===== src/rtl/alu_cluster_pkg.sv =====
// Shared sizes, ALU operation codes and packet types for the ALU cluster.
// Every design file refers to these through alu_cluster_pkg:: names.

package alu_cluster_pkg;

    ////////////////////////////////////////
    // Sizes

    localparam int NUM_LANES  = 4;
    localparam int FIFO_DEPTH = 4;
    localparam int XLEN       = 32;
    localparam int ID_W       = 4;
    localparam int RD_W       = 5;

    // Derived index widths
    localparam int LANE_IDX_W = $clog2(NUM_LANES);
    localparam int FIFO_PTR_W = $clog2(FIFO_DEPTH);
    localparam int FIFO_CNT_W = $clog2(FIFO_DEPTH + 1);

    // Shift amount comes from the low bits of operand b
    localparam int SHAMT_W = 5;

    ////////////////////////////////////////
    // Operation encoding

    typedef enum logic [3:0] {
        ALU_ADD  = 4'd0,
        ALU_SUB  = 4'd1,
        ALU_AND  = 4'd2,
        ALU_OR   = 4'd3,
        ALU_XOR  = 4'd4,
        ALU_SLT  = 4'd5,
        ALU_SLTU = 4'd6,
        ALU_SLL  = 4'd7,
        ALU_SRL  = 4'd8,
        ALU_SRA  = 4'd9
    } alu_op_t;

    ////////////////////////////////////////
    // Packets

    // Issue side, 77 bits
    typedef struct packed {
        logic [ID_W-1:0] id;
        logic [RD_W-1:0] rd;
        alu_op_t         op;
        logic [XLEN-1:0] rs1_data;
        logic [XLEN-1:0] rs2_data;
    } issue_packet_t;

    // Writeback side, 41 bits
    typedef struct packed {
        logic [ID_W-1:0] id;
        logic [RD_W-1:0] rd;
        logic [XLEN-1:0] data;
    } wb_packet_t;

endpackage


===== src/rtl/packet_fifo.sv =====
// Small synchronous FIFO for packet streams, payload type set per instance.
// Push only while push_ready is high, pop only while pop_valid is high.

`timescale 1ns/1ps

module packet_fifo #(
    parameter type payload_t = logic [7:0]
) (
    input  logic     clk,
    input  logic     rst_n,

    input  logic     push,
    input  payload_t push_data,
    output logic     push_ready,

    input  logic     pop,
    output payload_t pop_data,
    output logic     pop_valid
);

    payload_t mem [alu_cluster_pkg::FIFO_DEPTH];

    logic [alu_cluster_pkg::FIFO_PTR_W-1:0] wr_ptr;
    logic [alu_cluster_pkg::FIFO_PTR_W-1:0] rd_ptr;
    logic [alu_cluster_pkg::FIFO_CNT_W-1:0] count;

    // Wraps at the buffer depth, which need not be a power of two
    function automatic logic [alu_cluster_pkg::FIFO_PTR_W-1:0] next_ptr(
        input logic [alu_cluster_pkg::FIFO_PTR_W-1:0] ptr
    );
        if (ptr == alu_cluster_pkg::FIFO_PTR_W'(alu_cluster_pkg::FIFO_DEPTH - 1)) begin
            return '0;
        end
        return ptr + 1'b1;
    endfunction

    ////////////////////////////////////////
    // Storage

    always_ff @(posedge clk) begin
        if (push) begin
            mem[wr_ptr] <= push_data;
        end
    end

    ////////////////////////////////////////
    // Pointers and fill level

    always_ff @(posedge clk) begin
        if (!rst_n) begin
            wr_ptr <= '0;
            rd_ptr <= '0;
            count  <= '0;
        end else begin
            if (push) begin
                wr_ptr <= next_ptr(wr_ptr);
            end
            if (pop) begin
                rd_ptr <= next_ptr(rd_ptr);
            end
            case ({push, pop})
                2'b10:   count <= count + 1'b1;
                2'b01:   count <= count - 1'b1;
                default: count <= count;
            endcase
        end
    end

    assign push_ready = (count != alu_cluster_pkg::FIFO_CNT_W'(alu_cluster_pkg::FIFO_DEPTH));
    assign pop_valid  = (count != '0);
    // Head is visible the cycle after it was written
    assign pop_data   = mem[rd_ptr];

    ////////////////////////////////////////
    // Checks

    a_no_push_when_full: assert property (
        @(posedge clk) disable iff (!rst_n) push |-> push_ready
    );

    a_no_pop_when_empty: assert property (
        @(posedge clk) disable iff (!rst_n) pop |-> pop_valid
    );

endmodule


===== config.mk =====
export PLATFORM = sky130hd
export DESIGN_NAME = packet_fifo
export DESIGN_NICKNAME = d
export VERILOG_FILES = /design/src/rtl/alu_cluster_pkg.sv /design/src/rtl/packet_fifo.sv
export SDC_FILE = /design/constraint.sdc
export NUM_CORES = 1
export LEC_CHECK = 0
export BUFFER_PORTS_ARGS = -buffer_cell sky130_fd_sc_hd__buf_4
export CAP_MARGIN = 10
export CELL_PAD_IN_SITES_DETAIL_PLACEMENT = 1
export CELL_PAD_IN_SITES_GLOBAL_PLACEMENT = 1
export CORE_MARGIN = 2
export CORE_UTILIZATION = 51
export DETAILED_ROUTE_END_ITERATION = 8
export PLACE_DENSITY_LB_ADDON = 0.12
export SLEW_MARGIN = 20
export SYNTH_ARGS = -nofsm -noshare
export SYNTH_HDL_FRONTEND = slang
export SYNTH_SLANG_ARGS = --single-unit

===== constraint.sdc =====
create_clock -name clk -period 3.7 [get_ports clk]
set_input_delay 0.37 -clock clk [delete_from_list [all_inputs] [get_ports clk]]
set_output_delay 0.37 -clock clk [all_outputs]
set_load 0.05 [all_outputs]

==> impl_metrics.yaml <==
finish:
  fin_util_pct: 61.61
  drive_gt1_share_pct: 31.03
  fin_area_mm2: 0.001866
  fin_cells: 160
  diodes: 0
  nNetsFinal: 134
  syn2layout_area_growth_pct: 15.31
  layout_common_cells: "edfxtp_1 (32), buf_4 (21), dfxtp_1 (9)"
  final_common_cell: "edfxtp_1"
  n_fill_cell: 293
hold_path:
  hp-class: "primary input to register"
timing:
  worst_hold_slack_ns: 0.2211
  rsz0062_at_grt: "false"
  fin_crit_ns: 2.177
  worst_pin_slew_ns: 0.5545
  finalSetupViolCount: 0
  finClkSkew_ns: 0.007219
  max_slew_margin_pct: 62.98
  final-max-slew-violation-count: 0
  layout_worst_path_cycle_share_pct: 58.85
  hold_viol_final: 0
  fmaxAchievable_mhz: 459.3
  fin_tns_setup_ns: 0
critical_path:
  crit_path_end: "pop_data[4]"
  r2r_setup_slack_ns: 2.16
  path_max_fanout: 8
  path_cells: "mux4_2 -> buf_4"
  crit-reg2reg-launch: "count[0]$_SDFFE_PN0P_"
  endpoint_kind: "output port"
  reg2reg_depth: 5
  r2r_end: "count[2]$_SDFFE_PN0P_"
  cp-start-kind: "register"
  arrival_ns: 1.81
  crit_slowest_cell: "dfxtp_1"
  worst_path_largest_cell_delay_ns: 0.69
  critical_path_class: "register to output port"
  cp.required_ns: 3.33
detailed_routing:
  drt_wl_total_um: 2587
  detail-route-antenna-nets: 0
  wl_per_cell_um: 16.17
  drcViolationCount: 0
  num_vias: 834
  first_iter_violations: 17
  drtPass1Iterations: 4
  vias_per_cell: 5.213
clock_network:
  cts-resized-gates: 0
  cts_max_path_buffers: 2
  clock_latency_ns: 0.34
  cts_setup_buffers: 0
  hold_buffers: 0
  cts.sinks: 41
  cts_tree: "built"
  clockRootBuffer: "clkbuf_4"
  cts-htree-levels: 2
  numCtsBuffers: 5
  clk_pin_slew_ns: 0.11
floorplan:
  rows: 20
  die_x_um: 60.32
  die_y_um: 60.32
  fp.dieArea_mm2: 0.003639
  start_util_pct: 53.43
  io_pins: 22
  core_area_mm2: 0.003028
logic_synthesis:
  avgSynthCellArea_um2: 18.18
  ys_seq_elements: 41
  synth_area_mm2: 0.001618
  syn_inst: 89
  synth_cell_types: 21
  synth_nets: 108
  yosysSeqAreaShare_pct: 70.53
  yosys_warnings: 0
grt:
  grt_pass1_wl_um: 3808
  grt_pass1_vias: 830
  grt_max_degree: 13
  grt-ovfl-total: 0
  groute.usage.overall_pct: 15.76
  antenna_found_initial: 0
power_and_ir_drop:
  combinationalPowerShare_pct: 18.2
  power.density_mw_per_mm2: 486.5
  netSwitchingPower_uw: 249.8
  p_int_uw: 657.7
  power_frac_seq_pct: 59.3
  clock_power_share_pct: 22.6
  irDropWorstVdd_mv: 0.1966
  switching_share_pct: 27.53
  leakage_uw: 0.0006770
placed_design:
  dp.cells: 152
  io_buffers: 21
  placed_area_mm2: 0.001814
  place_congestion: 0.6479
  dp_hpwl_um: 1890
status:
  outcome: "finished clean"
flow_run:
  maxCapViolCount: 0
## worst min-delay path by stage
stage / start / cells past startpoint / slack, ns / end
6_report: push_data[3] / 1 / 0.22 / mem[3][3]$_DFFE_PP_
3_5_place_dp: count[2]$_SDFFE_PN0P_ / 2 / 0.50 / count[2]$_SDFFE_PN0P_
4_1_cts: push_data[6] / 1 / 0.21 / mem[2][6]$_DFFE_PP_
3_3_place_gp: count[2]$_SDFFE_PN0P_ / 2 / 0.49 / count[2]$_SDFFE_PN0P_
2_1_floorplan: count[2]$_SDFFE_PN0P_ / 2 / 0.47 / count[2]$_SDFFE_PN0P_
5_1_grt: push_data[3] / 1 / 0.21 / mem[0][3]$_DFFE_PP_
## registers in the layout, indices dropped and copies added (netlist names), named ones only
name	count
count	3
mem	32
rd_ptr	2
wr_ptr	2
## per-stage QoR
step,total power [uW],worst slack (ns)
floorplan,663.7,2.061
global placement,709.6,1.854
detailed placement,716.8,1.826
CTS,917.9,1.480
global route,941.4,1.399
finish,907.5,1.523
## kinds of logic after synthesis
| family | share of synthesized area [%] |
|---|---|
| flops | 70.53 |
| buf+inv | 2.397 |
| compound gates | 1.547 |
| xor+xnor | 1.083 |
| simple gates | 5.568 |
| fa+ha+maj | 5.878 |
| mux | 12.99 |
## cells in the mapped netlist
master	count	area share (%)
a21boi_1	1	0.46
and2_1	6	2.3
buf_6	1	0.70
clkbuf_2	1	0.31
dfxtp_1	9	11
edfxtp_1	32	59
fa_1	1	1.2
ha_1	6	4.6
inv_1	6	1.4
mux2i_1	3	1.9
mux4_2	8	11
nand2_1	1	0.23
nand3_1	1	0.31
nor2_1	2	0.46
nor2b_1	3	1.2
nor3_1	1	0.31
o21a_1	1	0.46
o21ai_0	2	0.62
or3_1	2	0.77
xnor2_1	1	0.54
xor2_1	1	0.54
## power groups by stage
| stage | combinational, uW | clock, uW | sequential, uW |
|---|---|---|---|
| 2_1_floorplan | 125 | 0 | 538 |
| 3_3_place_gp | 162 | 0 | 548 |
| 3_5_place_dp | 167 | 0 | 550 |
| 4_1_cts | 168 | 211 | 539 |
| 5_1_grt | 177 | 223 | 541 |
| 6_report | 165 | 205 | 538 |
## critical path, delay by kind of cell, from the launching register on
| kind | cells | cell delay [ns] |
|---|---|---|
| multiplexers | 1 | 0.58 |
| flip-flops | 1 | 0.69 |
| buffers and inverters | 1 | 0.20 |
## per-layer routing
metal | track usage, % | part of all wire [%] | wire length, um
met5 | 0 | 0 | 0
met4 | 8.254 | 2.0 | 52
met3 | 6.061 | 5.2 | 134
met2 | 27.33 | 54 | 1387
met1 | 16.50 | 39 | 1013
## layout make-up
type | count | area (um2) | area share, %
sequential | 41 | 1141 | 61.17
clock inverter | 2 | 10.01 | 0.5366
timing repair buffer | 21 | 157.7 | 8.451
inverter | 6 | 22.52 | 1.207
multi-input combinational | 40 | 437.9 | 23.47
clock buffer | 6 | 41.29 | 2.213
tap | 44 | 55.05 | 2.951
(Power assumes the default switching activity.)
