### src/rtl/alu_cluster_pkg.sv
// Shared sizes, ALU operation codes and packet types for the ALU cluster.
// Every design file refers to these through alu_cluster_pkg:: names.

package alu_cluster_pkg;

    ////////////////////////////////////////
    // Sizes

    localparam int NUM_LANES  = 4;
    localparam int FIFO_DEPTH = 4;
    localparam int XLEN       = 32;
    localparam int ID_W       = 4;
    localparam int RD_W       = 5;

    // Derived index widths
    localparam int LANE_IDX_W = $clog2(NUM_LANES);
    localparam int FIFO_PTR_W = $clog2(FIFO_DEPTH);
    localparam int FIFO_CNT_W = $clog2(FIFO_DEPTH + 1);

    // Shift amount comes from the low bits of operand b
    localparam int SHAMT_W = 5;

    ////////////////////////////////////////
    // Operation encoding

    typedef enum logic [3:0] {
        ALU_ADD  = 4'd0,
        ALU_SUB  = 4'd1,
        ALU_AND  = 4'd2,
        ALU_OR   = 4'd3,
        ALU_XOR  = 4'd4,
        ALU_SLT  = 4'd5,
        ALU_SLTU = 4'd6,
        ALU_SLL  = 4'd7,
        ALU_SRL  = 4'd8,
        ALU_SRA  = 4'd9
    } alu_op_t;

    ////////////////////////////////////////
    // Packets

    // Issue side, 77 bits
    typedef struct packed {
        logic [ID_W-1:0] id;
        logic [RD_W-1:0] rd;
        alu_op_t         op;
        logic [XLEN-1:0] rs1_data;
        logic [XLEN-1:0] rs2_data;
    } issue_packet_t;

    // Writeback side, 41 bits
    typedef struct packed {
        logic [ID_W-1:0] id;
        logic [RD_W-1:0] rd;
        logic [XLEN-1:0] data;
    } wb_packet_t;

endpackage

### src/rtl/alu_lane.sv
// One RV32I integer ALU lane. Computes on issue and holds the tagged result
// until the writeback arbiter grants it.

`timescale 1ns/1ps

module alu_lane (
    input  logic                           clk,
    input  logic                           rst_n,

    input  logic                           issue_valid,
    input  alu_cluster_pkg::issue_packet_t issue_packet,

    output logic                           busy,
    output logic                           done,
    output alu_cluster_pkg::wb_packet_t    result,

    input  logic                           grant
);

    logic [alu_cluster_pkg::XLEN-1:0]    op_a;
    logic [alu_cluster_pkg::XLEN-1:0]    op_b;
    logic [alu_cluster_pkg::SHAMT_W-1:0] shamt;
    logic [alu_cluster_pkg::XLEN-1:0]    alu_out;
    logic                                held;

    assign op_a  = issue_packet.rs1_data;
    assign op_b  = issue_packet.rs2_data;
    assign shamt = op_b[alu_cluster_pkg::SHAMT_W-1:0];

    ////////////////////////////////////////
    // Operation

    always_comb begin
        case (issue_packet.op)
            alu_cluster_pkg::ALU_ADD:  alu_out = op_a + op_b;
            alu_cluster_pkg::ALU_SUB:  alu_out = op_a - op_b;
            alu_cluster_pkg::ALU_AND:  alu_out = op_a & op_b;
            alu_cluster_pkg::ALU_OR:   alu_out = op_a | op_b;
            alu_cluster_pkg::ALU_XOR:  alu_out = op_a ^ op_b;
            alu_cluster_pkg::ALU_SLT:  alu_out = {31'b0, $signed(op_a) < $signed(op_b)};
            alu_cluster_pkg::ALU_SLTU: alu_out = {31'b0, op_a < op_b};
            alu_cluster_pkg::ALU_SLL:  alu_out = op_a << shamt;
            alu_cluster_pkg::ALU_SRL:  alu_out = op_a >> shamt;
            alu_cluster_pkg::ALU_SRA:  alu_out = $unsigned($signed(op_a) >>> shamt);
            default:                   alu_out = '0;
        endcase
    end

    ////////////////////////////////////////
    // Result hold

    always_ff @(posedge clk) begin
        if (issue_valid) begin
            result.id   <= issue_packet.id;
            result.rd   <= issue_packet.rd;
            result.data <= alu_out;
        end
    end

    always_ff @(posedge clk) begin
        if (!rst_n) begin
            held <= 1'b0;
        end else if (issue_valid) begin
            held <= 1'b1;
        end else if (grant) begin
            held <= 1'b0;
        end
    end

    // Single-cycle ALU, so the result is ready as soon as the lane is taken
    assign busy = held;
    assign done = held;

    ////////////////////////////////////////
    // Checks

    a_no_issue_while_busy: assert property (
        @(posedge clk) disable iff (!rst_n) issue_valid |-> !busy
    );

    a_no_grant_without_done: assert property (
        @(posedge clk) disable iff (!rst_n) grant |-> done
    );

endmodule

### config.mk
export PLATFORM = sky130hd
export DESIGN_NAME = alu_lane
export DESIGN_NICKNAME = d
export VERILOG_FILES = /design/src/rtl/alu_cluster_pkg.sv /design/src/rtl/alu_lane.sv
export SDC_FILE = /design/constraint.sdc
export NUM_CORES = 1
export LEC_CHECK = 0
export BUFFER_PORTS_ARGS = -buffer_cell sky130_fd_sc_hd__buf_2
export CAP_MARGIN = 10
export CORE_ASPECT_RATIO = 0.7
export CORE_MARGIN = 2
export CORE_UTILIZATION = 34
export DETAILED_ROUTE_END_ITERATION = 10
export SLEW_MARGIN = 25
export SYNTH_ARGS = -nofsm -noshare
export SYNTH_HDL_FRONTEND = slang
export SYNTH_SLANG_ARGS = --single-unit
### constraint.sdc
create_clock -name clk -period 4.7 [get_ports clk]
set_clock_uncertainty 0.05 [all_clocks]
set_input_delay 0 -clock clk [delete_from_list [all_inputs] [get_ports clk]]
set_output_delay 0 -clock clk [all_outputs]
set_load 0.02 [all_outputs]
==> impl_summary.log <==
[metrics] most common library cell in the layout ignoring fill and taps: nor2_1
[metrics] GR Util All Layers: a little over a quarter
[metrics] Detailed Route WL: around 41000 um
[metrics] top cells by area in the synthesized netlist: edfxtp_1 (13%), ha_1 (12%), mux4_2 (12%)
[metrics] Critical R2R Capture: busy$_SDFFE_PN0P_
[metrics] area after detailed placement: between 10000 and 15000 um^2
[metrics] total of cells resized after clock tree synthesis: 0
[metrics] register bit total from synthesis: 42
[metrics] Final WS setup: about 1.4 ns
[metrics] Routed wire per std cell: approximately 24 um
[metrics] kind of end point of the critical path: flop
[metrics] weighted congestion reported at the end of routability-driven placement: ~1.0
[metrics] overall die height: ~150 um
[metrics] number of buffers added on ports: ~120
[metrics] Routed Antenna Nets: 0
[metrics] Post-Route Setup TNS: 0 ns
[metrics] leading cell types in the layout, fill and taps excluded: nor2_1 (159), a21oi_1 (126), buf_2 (122)
[metrics] Logic pwr share: a little under three fifths
[metrics] final worst path period share: between 70% and 80%
[metrics] Detailed Place HPWL: 31900 um
[metrics] register area share after synthesis: about an eighth
[metrics] relative contribution of the clock network to total power: 20.7%
[metrics] Yosys top cell by area: edfxtp_1
[metrics] Yosys top cell area share: around an eighth
[metrics] routed via count: 10900
[metrics] final critical-path required period: ~3.3 ns
[metrics] final setup violating endpoints: 0
[metrics] Core Box Area: between 20000 and 30000 um^2
[metrics] length in cells of the worst reg-to-reg path: 3
[metrics] final hold violation count: 0
[metrics] count of synthesis-stage warnings from yosys: 0
[metrics] number of levels the H-tree was split into: 2
[metrics] VDD IR max: between 0.1 and 0.15 mV
[metrics] final-report max-slew violation count: 0
[metrics] PwrDens: a little under 200 nW/um^2
[metrics] fin area: 10800 um^2
[metrics] share of layout cells above drive strength 1: roughly 17%
[metrics] violation count after the first detailed-routing iteration: around 1500
[metrics] Critical Path Sink: result[25]$_DFFE_PP_
[metrics] Reg power frac: a little under a quarter
[metrics] die area: 30000 um^2
[metrics] Synth cell types: between 70 and 80
[metrics] netlist area before placement: 9720 um^2
[metrics] switching part of the total power: 45.9%
[metrics] required time of the worst setup path: around 4.7 ns
[metrics] starting density of the core: 34.8%
[metrics] placed cell count: around 1700
[metrics] Pwr Total: about 2.1 mW
[metrics] unrepaired setup endpoints after global routing: false
[metrics] TritonCTS clock tree: done
[metrics] total global routing overflow: 0
[metrics] type of the tightest min-delay check: input port to flop
[metrics] Setup WS pre-CTS: 1.21 ns
[metrics] switching power total: between 0.9 and 1 mW
[metrics] Internal Power: around 1.1 mW
[metrics] antenna violations before repair: 2
[metrics] instance count along the most critical hold path: 1
[metrics] post-detailed-route DRC marker count: 0
[metrics] first-pass GRT wire length: 62000 um
[metrics] # clock sinks: 42
[metrics] critical path peak fanout: 10
[metrics] number of flops mapped to enable cells by yosys: just over 40
[metrics] post-synthesis net count: around 1500
[metrics] tightest slew margin relative to the limit: a little over a quarter
[metrics] filler cell count in the final layout: 2997
[metrics] layout overhead on the synthesized area: 11.2%
[metrics] via count of the first global-routing pass: 9810
[metrics] slack of the worst reg-to-reg path: 3.40 ns
[metrics] average cell area after synthesis: about 7.6 um^2
[metrics] static leakage power: 4.54 nW
[metrics] Max Buffers Root-to-Sink: 2
[metrics] Critical Setup Path Class: input port to flop
[metrics] pin count of the biggest net entering global routing: between 70 and 80
[metrics] crit start category: input port
[metrics] routed vias/inst: around 6.3
[metrics] number of standard-cell rows in the floorplan: 51
[metrics] Worst Setup SP: issue_packet[4]
[metrics] Crit Reg-Reg Startpoint: busy$_SDFFE_PN0P_
[metrics] total clock buffers created by CTS: 5
[metrics] arrival time at the worst endpoint: roughly 3.3 ns
[metrics] commonest register cell after synthesis: edfxtp_1
[metrics] Clk Tree Root Cell: clkbuf_16
[metrics] Max Clock Freq: 301 MHz
[metrics] Tightest Pin Transition: roughly 1.1 ns
[metrics] run status: completed
[metrics] number of maximum-capacitance violations: 0
[metrics] length of the first detailed-routing pass in iterations: 6
[metrics] Post-synth ARST share: 0%
[metrics] clock latency reported for the late side of the worst-skew pair: slightly above 0.3 ns
[metrics] clock slew seen by the registers of the worst setup and hold paths: 0.07 ns
[metrics] width of the die: ~200 um
[metrics] final cell count without fillers: roughly 1700
[metrics] final layout net count: around 1500
[metrics] I/O pin cnt: 124
[metrics] Cells after Synth: ~1300
==> power by group through the flow <==
stage	registers [mW]	clock network, mW	logic [mW]
after floorplan	0.533	0	0.721
after global placement	0.485	0	1.15
after detailed placement	0.483	0	1.15
after CTS	0.476	0.446	1.16
after global routing	0.481	0.453	1.29
final	0.476	0.436	1.19
==> logic make-up (layout without fill, tap and decap cells) <==
family | Yosys count | count (layout) | share of synthesized area (%)
AO/OA/AOI/OAI | 436 | 436 | 28.6
AND/OR/NAND/NOR | 381 | 381 | 17.4
buffers and inverters | 199 | 267 | 8.46
multiplexers | 105 | 105 | 18.0
adder cells (fa/ha/maj) | 99 | 99 | 12.9
flip-flops | 42 | 42 | 12.9
XOR/XNOR | 20 | 20 | 1.80
other | 0 | 1 | 0
==> registers in the layout, summed over array words and instances (netlist names) <==
name and count:
result 41, busy 1
==> cell usage after synthesis (3+ instances only) <==
library cell  instances
nor2_1              159
a21oi_1             126
o21ai_0             104
inv_1               103
nand2_1             100
ha_1                 97
clkbuf_1             56
mux4_2               50
mux2i_1              47
edfxtp_1             41
nor3_1               32
a22oi_1              25
nand3_1              20
o211ai_1             20
a211oi_1             19
xnor2_1              18
or3_1                17
buf_2                15
buf_1                14
a221oi_1             13
nand2b_1             13
o21bai_1             13
o31ai_1              12
nor2b_1              11
o21ai_1              11
a21o_1               10
a31oi_1              10
o221ai_1             10
nand4_1               9
o21a_1                7
a211o_1               6
a2111oi_0             5
buf_4                 5
buf_6                 5
o22ai_1               5
a31o_2                4
and3_1                4
mux4_1                4
a311oi_1              3
mux2_2                3
nor4_1                3
or2_2                 3
==> repair_timing <==
| item | 4_1_cts | 5_1_grt |
|---|---|---|
| setup buffers | 0 | 0 |
| hold endpoints to repair | 10 | 0 |
| hold buffers | 11 | 0 |
| setup endpoints to repair | 0 | 0 |
==> final cells by class <==
class	instances	area (um^2)	share of cell area [%]
flip-flops and latches	42	1250	11.6
repair buffers	155	886	8.19
clock buffers	7	133	1.23
diodes	1	2.50	0.0231
clock inverters	1	30.0	0.278
inverters	104	390	3.61
well taps	371	464	4.29
multi-input cells	1041	7660	70.8
==> metrics by stage <==
| step | hold slack, ns | util (%) |
|---|---|---|
| final | 0.177 | 38.7 |
| after global placement | 0.126 | 37.7 |
| after global routing | 0.206 | 38.7 |
| after CTS | 0.190 | 38.7 |
| after floorplan | 0.0489 | - |
| after detailed placement | 0.128 | 37.7 |
==> worst min path at each step <==
stage	startpoint	end	slack (ns)
2_1_floorplan	issue_packet[68]	result[32]$_DFFE_PP_	0.05
3_3_place_gp	issue_packet[69]	result[33]$_DFFE_PP_	0.13
3_5_place_dp	issue_packet[73]	result[37]$_DFFE_PP_	0.13
4_1_cts	issue_valid	result[26]$_DFFE_PP_	0.19
5_1_grt	issue_valid	result[32]$_DFFE_PP_	0.21
6_report	issue_valid	result[26]$_DFFE_PP_	0.18
==> critical path, cell delays in order <==
cell and delay (ns):
buf_2 0.12, clkinv_1 0.29, ha_1 0.62, inv_1 0.14, a2111oi_2 0.38, a21oi_1 0.19, o221ai_1 0.24, a31oi_1 0.24
a211oi_2 0.39, o21ai_1 0.15, and4_1 0.22, or3_1 0.35
==> layer usage <==
metal | vias up | global-route usage [%] | share of wire [%]
li1 | 4874 | - | -
met1 | 5162 | 41.6 | 44
met2 | 758 | 36.7 | 40
met3 | 62 | 7.81 | 14
met4 | 0 | 5.14 | 2.2
met5 | - | 0 | 0
(Power assumes the default switching activity.)
